<file path="config.mk">
export PLATFORM = sky130hd
export DESIGN_NAME = decodeWex3
export DESIGN_NICKNAME = d
export VERILOG_FILES = /design/src/design/decodePkg.sv /design/src/design/bundleRoute.sv /design/src/design/decodeWex3.sv /design/src/design/laneClassify.sv /design/src/design/laneDecode.sv
export SDC_FILE = /design/constraint.sdc
export NUM_CORES = 1
export LEC_CHECK = 0
export BUFFER_PORTS_ARGS = -buffer_cell sky130_fd_sc_hd__buf_2
export CORE_UTILIZATION = 35
export DETAILED_ROUTE_END_ITERATION = 12
export GPL_TIMING_DRIVEN = 0
export SLEW_MARGIN = 20
export SYNTH_ARGS = -nofsm -noshare
export SYNTH_HDL_FRONTEND = slang
export SYNTH_HIERARCHICAL = 1
export SYNTH_SLANG_ARGS = --single-unit
</file>
<file path="constraint.sdc">
create_clock -name clock -period 0.8 [get_ports clock]
set_clock_uncertainty 0.2 [all_clocks]
set_input_delay 0.04 -clock clock [delete_from_list [all_inputs] [get_ports clock]]
set_output_delay 0.04 -clock clock [all_outputs]
set_load 0.01 [all_outputs]
</file>
<file path="src/design/decodePkg.sv">
// shared widths, field types and register constants
// condition codes and the bundle mode encoding for the wide decoder

package decodePkg;

	// bundle geometry
	localparam int laneCount = 3;
	localparam int laneWidth = 32;

	// decoded field widths
	localparam int regIdWidth = 6;
	localparam int immWidth = 33;
	localparam int immFieldWidth = 10;
	localparam int cmdWidth = 8;
	localparam int ixtWidth = 8;
	localparam int condWidth = 2;
	localparam int prefixWidth = 4;

	// one lane and the full fetch word
	typedef logic [laneWidth-1:0] laneWordT;
	typedef logic [laneCount*laneWidth-1:0] bundleWordT;

	typedef logic [regIdWidth-1:0] regIdT;
	typedef logic [immWidth-1:0] immT;

	// command, top two bits hold the condition
	typedef logic [cmdWidth-1:0] uCmdT;
	typedef logic [ixtWidth-1:0] uIxtT;
	typedef logic [condWidth-1:0] condT;
	typedef logic [prefixWidth-1:0] prefixT;

	// zero register, reads as zero and discards writes
	localparam regIdT regZero = 6'h00;

	// predicate conditions stamped into the command
	localparam condT condAlways = 2'd0;
	localparam condT condTrue = 2'd2;
	localparam condT condFalse = 2'd3;

	// lane prefix in bits 15:12
	localparam prefixT prefixPred = 4'hE;
	localparam prefixT prefixUncond = 4'hF;

	// how many lanes of the fetch word issue together
	typedef enum logic [1:0]
	{
		modeNone = 2'd0,
		modeScalar = 2'd1,
		modeWex2 = 2'd2,
		modeWex3 = 2'd3
	} bundleModeT;

endpackage

</file>
<file path="src/design/bundleRoute.sv">
// slot router for the bundle decoder
// maps lanes to slots A, B and C, stamps predicates, registers outputs

`timescale 1ns/1ps

module bundleRoute
(
	input  logic clock,
	input  logic arstN,
	input  decodePkg::bundleModeT bundleMode,
	input  logic lanePred [decodePkg::laneCount],
	input  logic lanePredFalse [decodePkg::laneCount],
	input  decodePkg::regIdT laneRegN [decodePkg::laneCount],
	input  decodePkg::regIdT laneRegM [decodePkg::laneCount],
	input  decodePkg::regIdT laneRegO [decodePkg::laneCount],
	input  decodePkg::immT laneImm [decodePkg::laneCount],
	input  decodePkg::uCmdT laneUCmd [decodePkg::laneCount],
	input  decodePkg::uIxtT laneUIxt [decodePkg::laneCount],
	output decodePkg::regIdT idRegS,
	output decodePkg::regIdT idRegT,
	output decodePkg::regIdT idRegM,
	output decodePkg::immT idImmA,
	output decodePkg::uCmdT idUCmdA,
	output decodePkg::uIxtT idUIxtA,
	output decodePkg::regIdT idRegU,
	output decodePkg::regIdT idRegV,
	output decodePkg::regIdT idRegN,
	output decodePkg::immT idImmB,
	output decodePkg::uCmdT idUCmdB,
	output decodePkg::uIxtT idUIxtB,
	output decodePkg::regIdT idRegX,
	output decodePkg::regIdT idRegY,
	output decodePkg::regIdT idRegO,
	output decodePkg::immT idImmC,
	output decodePkg::uCmdT idUCmdC,
	output decodePkg::uIxtT idUIxtC
);

	import decodePkg::*;

	// slot index 0 is A, 1 is B, 2 is C
	regIdT slotRegMNext [laneCount];
	regIdT slotRegONext [laneCount];
	regIdT slotRegNNext [laneCount];
	immT slotImmNext [laneCount];
	uCmdT slotCmdNext [laneCount];
	uIxtT slotIxtNext [laneCount];

	regIdT slotRegM [laneCount];
	regIdT slotRegO [laneCount];
	regIdT slotRegN [laneCount];
	immT slotImm [laneCount];
	uCmdT slotCmd [laneCount];
	uIxtT slotIxt [laneCount];

	uCmdT laneCmdStamped [laneCount];

	// a lane keeps its own predicate in whichever slot it lands
	always_comb
	begin
		condT cond;
		cond = condAlways;
		for (int i = 0; i < laneCount; i++)
		begin
			cond = lanePredFalse[i] ? condFalse : condTrue;
			laneCmdStamped[i] = laneUCmd[i];
			if (lanePred[i])
			begin
				laneCmdStamped[i][cmdWidth-1 -: condWidth] = cond;
			end
		end
	end

	always_comb
	begin
		for (int s = 0; s < laneCount; s++)
		begin
			slotRegMNext[s] = regZero;
			slotRegONext[s] = regZero;
			slotRegNNext[s] = regZero;
			slotImmNext[s] = '0;
			slotCmdNext[s] = '0;
			slotIxtNext[s] = '0;
		end

		case (bundleMode)
			modeWex3:
			begin
				// reversed order, last lane goes to slot A
				for (int s = 0; s < laneCount; s++)
				begin
					slotRegMNext[s] = laneRegM[laneCount-1-s];
					slotRegONext[s] = laneRegO[laneCount-1-s];
					slotRegNNext[s] = laneRegN[laneCount-1-s];
					slotImmNext[s] = laneImm[laneCount-1-s];
					slotCmdNext[s] = laneCmdStamped[laneCount-1-s];
					slotIxtNext[s] = laneUIxt[laneCount-1-s];
				end
			end
			modeWex2:
			begin
				for (int s = 0; s < 2; s++)
				begin
					slotRegMNext[s] = laneRegM[1-s];
					slotRegONext[s] = laneRegO[1-s];
					slotRegNNext[s] = laneRegN[1-s];
					slotImmNext[s] = laneImm[1-s];
					slotCmdNext[s] = laneCmdStamped[1-s];
					slotIxtNext[s] = laneUIxt[1-s];
				end
				// idle slot C still reads both destinations
				slotRegMNext[2] = laneRegN[0];
				slotRegONext[2] = laneRegN[1];
			end
			modeScalar:
			begin
				slotRegMNext[0] = laneRegM[0];
				slotRegONext[0] = laneRegO[0];
				slotRegNNext[0] = laneRegN[0];
				slotImmNext[0] = laneImm[0];
				slotCmdNext[0] = laneCmdStamped[0];
				slotIxtNext[0] = laneUIxt[0];
				slotRegONext[1] = laneRegN[0];
				slotRegONext[2] = laneRegN[0];
			end
			default:
			begin
				// not a wide op, all slots stay inactive
			end
		endcase
	end

	always_ff @(posedge clock or negedge arstN)
	begin
		if (!arstN)
		begin
			for (int s = 0; s < laneCount; s++)
			begin
				slotRegM[s] <= regZero;
				slotRegO[s] <= regZero;
				slotRegN[s] <= regZero;
				slotImm[s] <= '0;
				slotCmd[s] <= '0;
				slotIxt[s] <= '0;
			end
		end
		else
		begin
			slotRegM <= slotRegMNext;
			slotRegO <= slotRegONext;
			slotRegN <= slotRegNNext;
			slotImm <= slotImmNext;
			slotCmd <= slotCmdNext;
			slotIxt <= slotIxtNext;
		end
	end

	// slot A
	assign idRegS = slotRegM[0];
	assign idRegT = slotRegO[0];
	assign idRegM = slotRegN[0];
	assign idImmA = slotImm[0];
	assign idUCmdA = slotCmd[0];
	assign idUIxtA = slotIxt[0];

	// slot B
	assign idRegU = slotRegM[1];
	assign idRegV = slotRegO[1];
	assign idRegN = slotRegN[1];
	assign idImmB = slotImm[1];
	assign idUCmdB = slotCmd[1];
	assign idUIxtB = slotIxt[1];

	// slot C
	assign idRegX = slotRegM[2];
	assign idRegY = slotRegO[2];
	assign idRegO = slotRegN[2];
	assign idImmC = slotImm[2];
	assign idUCmdC = slotCmd[2];
	assign idUIxtC = slotIxt[2];

endmodule

</file>
<file path="src/design/decodeWex3.sv">
// three wide bundle decoder top level
// classifier, one field decoder per lane and the registered router

`timescale 1ns/1ps

module decodeWex3
(
	input  logic clock,
	input  logic arstN,
	input  decodePkg::bundleWordT istrWord,
	input  logic srWxe,
	output decodePkg::regIdT idRegS,
	output decodePkg::regIdT idRegT,
	output decodePkg::regIdT idRegM,
	output decodePkg::immT idImmA,
	output decodePkg::uCmdT idUCmdA,
	output decodePkg::uIxtT idUIxtA,
	output decodePkg::regIdT idRegU,
	output decodePkg::regIdT idRegV,
	output decodePkg::regIdT idRegN,
	output decodePkg::immT idImmB,
	output decodePkg::uCmdT idUCmdB,
	output decodePkg::uIxtT idUIxtB,
	output decodePkg::regIdT idRegX,
	output decodePkg::regIdT idRegY,
	output decodePkg::regIdT idRegO,
	output decodePkg::immT idImmC,
	output decodePkg::uCmdT idUCmdC,
	output decodePkg::uIxtT idUIxtC
);

	import decodePkg::*;

	laneWordT laneWord [laneCount];
	logic lanePred [laneCount];
	logic lanePredFalse [laneCount];
	bundleModeT bundleMode;

	regIdT laneRegN [laneCount];
	regIdT laneRegM [laneCount];
	regIdT laneRegO [laneCount];
	immT laneImm [laneCount];
	uCmdT laneUCmd [laneCount];
	uIxtT laneUIxt [laneCount];

	laneClassify classify_i
	(
		.istrWord(istrWord),
		.srWxe(srWxe),
		.laneWord(laneWord),
		.lanePred(lanePred),
		.lanePredFalse(lanePredFalse),
		.bundleMode(bundleMode)
	);

	// every lane decodes in parallel, routing picks what issues
	for (genvar i = 0; i < laneCount; i++)
	begin : gLane
		laneDecode decode_i
		(
			.laneWord(laneWord[i]),
			.regN(laneRegN[i]),
			.regM(laneRegM[i]),
			.regO(laneRegO[i]),
			.imm(laneImm[i]),
			.uCmd(laneUCmd[i]),
			.uIxt(laneUIxt[i])
		);
	end

	bundleRoute route_i
	(
		.clock(clock),
		.arstN(arstN),
		.bundleMode(bundleMode),
		.lanePred(lanePred),
		.lanePredFalse(lanePredFalse),
		.laneRegN(laneRegN),
		.laneRegM(laneRegM),
		.laneRegO(laneRegO),
		.laneImm(laneImm),
		.laneUCmd(laneUCmd),
		.laneUIxt(laneUIxt),
		.idRegS(idRegS),
		.idRegT(idRegT),
		.idRegM(idRegM),
		.idImmA(idImmA),
		.idUCmdA(idUCmdA),
		.idUIxtA(idUIxtA),
		.idRegU(idRegU),
		.idRegV(idRegV),
		.idRegN(idRegN),
		.idImmB(idImmB),
		.idUCmdB(idUCmdB),
		.idUIxtB(idUIxtB),
		.idRegX(idRegX),
		.idRegY(idRegY),
		.idRegO(idRegO),
		.idImmC(idImmC),
		.idUCmdC(idUCmdC),
		.idUIxtC(idUIxtC)
	);

endmodule

</file>
<file path="src/design/laneClassify.sv">
// lane classifier for the three lane bundle decoder
// splits the fetch word, checks the prefixes and picks the bundle mode

`timescale 1ns/1ps

module laneClassify
(
	input  decodePkg::bundleWordT istrWord,
	input  logic srWxe,
	output decodePkg::laneWordT laneWord [decodePkg::laneCount],
	output logic lanePred [decodePkg::laneCount],
	output logic lanePredFalse [decodePkg::laneCount],
	output decodePkg::bundleModeT bundleMode
);

	import decodePkg::*;

	logic laneUncond [laneCount];
	logic laneWex [laneCount];
	laneWordT laneSlice [laneCount];

	// lane i sits in bits 32i+31 down to 32i
	always_comb
	begin
		for (int i = 0; i < laneCount; i++)
		begin
			laneSlice[i] = istrWord[i*laneWidth +: laneWidth];
		end
	end

	always_comb
	begin
		prefixT prefix;
		prefix = '0;
		for (int i = 0; i < laneCount; i++)
		begin
			prefix = laneSlice[i][15:12];
			laneWord[i] = laneSlice[i];
			lanePred[i] = (prefix == prefixPred);
			laneUncond[i] = (prefix == prefixUncond);

			// bit 10 selects the false sense of a predicated op
			lanePredFalse[i] = lanePred[i] && laneSlice[i][10];

			// wide flag, F uses bit 10 and E needs bits 11 and 9
			laneWex[i] = srWxe &&
				((laneUncond[i] && laneSlice[i][10]) ||
				(lanePred[i] && laneSlice[i][11] && laneSlice[i][9]));
		end
	end

	// only lanes 0 and 1 decide the width of the bundle
	always_comb
	begin
		if (!(lanePred[0] || laneUncond[0]))
		begin
			bundleMode = modeNone;
		end
		else if (laneWex[0] && laneWex[1])
		begin
			bundleMode = modeWex3;
		end
		else if (laneWex[0])
		begin
			bundleMode = modeWex2;
		end
		else
		begin
			bundleMode = modeScalar;
		end
	end

endmodule

</file>
<file path="src/design/laneDecode.sv">
// field decoder for one 32 bit lane
// pulls out registers, immediate, command and extension

`timescale 1ns/1ps

module laneDecode
(
	input  decodePkg::laneWordT laneWord,
	output decodePkg::regIdT regN,
	output decodePkg::regIdT regM,
	output decodePkg::regIdT regO,
	output decodePkg::immT imm,
	output decodePkg::uCmdT uCmd,
	output decodePkg::uIxtT uIxt
);

	import decodePkg::*;

	logic [immFieldWidth-1:0] immField;
	logic [cmdWidth-condWidth-1:0] opField;

	// high register bits live in the upper half of the lane
	assign regN = {laneWord[25:24], laneWord[7:4]};
	assign regM = {laneWord[23:22], laneWord[3:0]};
	assign regO = {laneWord[21:20], laneWord[19:16]};

	// 10 bit immediate, sign extended to full width
	assign immField = laneWord[25:16];
	assign imm = {{(immWidth-immFieldWidth){immField[immFieldWidth-1]}}, immField};

	// opcode bits, condition filled in later by the router
	assign opField = laneWord[31:26];
	assign uCmd = {condAlways, opField};

	assign uIxt = laneWord[23:16];

endmodule

</file>
==> impl_summary.md <==
Clocking
In this run, CTS created clock tree buffers numbering 24. After clock tree synthesis, the clock-pin slew on the worst setup and hold paths is about 0.060 ns. CTS built an H-tree with a depth of 1.

The root buffer selected by CTS is clkbuf_16. The deepest clock path buffer count is 3. The clock net in this run drives a total of around 200 sinks. TritonCTS built the clock tree. The hold buffer count at CTS is 51.

Power
Cell internal power was estimated by the tool at 19.0 mW. In this run the static leakage power is 8.44 nW. In this run, the clock network consumes 42.6% of the power. The post-route total power is approximately 25 mW.

The reported net switching power is 6.25 mW. The portion of total power attributed to sequential cells is 41.1%. The worst-case IR drop observed on VDD is 0.00143 V. Net switching is 24.7% of the power. The power per unit of standard cell area is 1520 nW/um^2. The proportion of power drawn by combinational gates is 16.3%.

Cells and area
The final standard cell utilization of the core is 57.3%. The number of fill cells is 2,430. The share of cells above drive strength 1 is 58.9%. At the end of the flow, the number of nets in the layout was 1,477.

The area growth from synthesis to final layout is 58.9%. The non-filler instance count after layout is 1,780.

Floorplan
The die area is 30,600 sq um. The initial utilization of the core area, before any placement, comes to 36.0%. The x dimension of the die is 175 um. The placement row count is between 60 and 70.

Pin placement for this block handled 300 I/O pins. The region available for standard cell placement spans 29,000 sq um. The die span in y is 175 um.

Status
The final reports fail on negative hold slack, negative setup slack. The flow ran to the end, but the final reports show violations.

GRT
The number of global-route vias before repair is between 8,000 and 9,000. The initial antenna violation count is 0. The global-route wire length before repair is about 54 mm. The total routing resource utilization after global routing is 23.8%. Entering global routing, the biggest net connects 81 pins.

For this run the aggregate overflow at the end of global routing stands at 0.

Critical path
The worst setup path is launched from a primary input. The worst setup path is captured at a register. The endpoint required time on the critical path is 1.00 ns. The worst path arrival time is between 1.5 and 2 ns. The critical path in this run is classified as in2reg. The highest net fanout along the worst path is 6.

Place
The wire-length estimate of the detail-placed layout is 22.2 mm. The count of buffers inserted at the top-level ports is about 220. Timing analysis after detailed placement gives a worst setup slack of -1.31 ns. Including well taps, the total number of placed cells is 1,606. The global placer's final weighted congestion is approximately 0.83.

STA
The count of endpoints failing hold in the final timing report is approximately 380. The highest clock frequency the design can meet is about 740 MHz. Setup total negative slack on the finished layout was measured at -183.29 ns. Setup violations remaining at the end of the flow were counted as ~400. The clock period minus worst slack is 1.35 ns. Setup repair after global routing could not meet its margin everywhere. After layout, the worst setup slack is -0.546 ns.

The ratio of final minimum period to clock period is 168%. The max-slew violation count is 0. The hold slack is -0.794 ns.

Drt
The routed length per placed instance is a little over 20 um. The average vias per placed instance is 4.58. The detailed router finished its first iteration with around 380 violations. The number of antenna-violating nets in the routed design is 0.

Wires add up to 36.6 mm. The first detailed-routing pass ran for 4 iterations. The via count of the routed design is 8,156. The residual DRC count is 0.

Synthesis
Synthesis produced a netlist whose cell count is ~1,000. The synthesized cell area is about 10,000 sq um. The mean area per synthesized cell is 10.5 sq um.

The Yosys step of the flow raised 6 warnings.

Job
The tool flagged a number of max-cap violations equal to 0.

Min path
The min-delay analysis places its worst path in the category in2async.
-- power groups by stage --
stage / registers (mW) / clock network [mW] / logic, mW
floorplan: 10.7 / 0 / 1.82
global placement: 10.6 / 0 / 2.77
detailed placement: 10.6 / 0 / 2.84
CTS: 10.4 / 11.0 / 3.89
global route: 10.4 / 11.5 / 4.38
finish: 10.4 / 10.8 / 4.11
-- layout make-up --
type                       instances  area (sq um)  share of cell area, %
antenna                            1          2.50                 0.0151
timing repair buffer             361          3570                   21.5
sequential                       201          5030                   30.3
inverter                           3          15.0                 0.0904
tap                              384           480                   2.89
buffer                           321          2860                   17.2
multi-input combinational        466          3870                   23.3
clock buffer                      37           709                   4.27
clock inverter                     6          72.6                  0.437
-- state kept, by name, summed over array words and instances, names as in the netlist --
| signal | flops |
|---|---|
| route_i/idUCmdC | 8 |
| route_i/idRegU | 6 |
| route_i/idUIxtB | 8 |
| route_i/idRegY | 6 |
| route_i/idUIxtC | 8 |
| route_i/idImmB | 33 |
| route_i/idRegT | 6 |
| route_i/idRegO | 6 |
| route_i/idUCmdB | 8 |
| route_i/idImmC | 33 |
| route_i/idRegX | 6 |
| route_i/idUCmdA | 8 |
| route_i/idRegV | 6 |
| route_i/idUIxtA | 8 |
| route_i/idRegM | 6 |
| route_i/idRegN | 6 |
| route_i/idRegS | 6 |
| route_i/idImmA | 33 |
-- critical path, cell delays in order --
cell	delay (ns)
buf_6	0.09
nand3b_1	0.14
a21o_1	0.21
a31oi_4	0.21
buf_12	0.17
buf_12	0.12
buf_12	0.13
buf_12	0.11
mux2i_4	0.24
nor2b_1	0.07
-- layout by cell type, fill, tap and decap left out, types with 5 or more instances in the layout --
| cell type | instances |
|---|---|
| a21boi_2 | 10 |
| a22o_1 | 12 |
| a31oi_1 | 5 |
| and3_1 | 43 |
| and3_4 | 10 |
| buf_12 | 38 |
| buf_16 | 17 |
| buf_2 | 157 |
| buf_4 | 285 |
| buf_6 | 90 |
| buf_8 | 24 |
| clkbuf_1 | 7 |
| clkbuf_16 | 35 |
| clkbuf_8 | 10 |
| conb_1 | 6 |
| dfrtp_1 | 201 |
| dlygate4sd3_1 | 51 |
| mux2_4 | 5 |
| mux2i_1 | 83 |
| mux2i_2 | 19 |
| mux2i_4 | 7 |
| nand2_1 | 85 |
| nand2_2 | 15 |
| nand2_4 | 12 |
| nor2_1 | 5 |
| nor2b_1 | 54 |
| o21ai_1 | 6 |
| o21ai_2 | 40 |
| o21ai_4 | 15 |
-- per-layer routing --
layer	global-route usage [%]	share of wire, %
met1	31.3	42
met2	40.0	49
met3	5.07	6.4
met4	5.47	2.1
met5	0	0
-- what timing repair did --
| action | in CTS | in global routing |
|---|---|---|
| resized for setup | 350 | 163 |
| pin swaps | 38 | 43 |
| gates cloned | 33 | 3 |
| setup endpoints to repair | 402 | 402 |
| endpoints found under the hold margin | 402 | 374 |
| buffers inserted | 44 | 18 |
-- metrics by stage --
stage	hold WS, ns	instance area, sq um
after floorplan	-0.456	10600
after global placement	0.142	12200
after detailed placement	-0.231	12300
after CTS	-0.802	16100
after global routing	-0.795	16600
final	-0.794	16600
-- worst paths after layout --
path,start,to,cells past startpoint
min,arstN,route_i/idUCmdB[0],1
min in group clock,istrWord[16],route_i/idRegV[0],3
max,istrWord[44],route_i/idRegU[4],10
max in group asynchronous,arstN,route_i/idRegU[2],2
(Power assumes the default switching activity.)
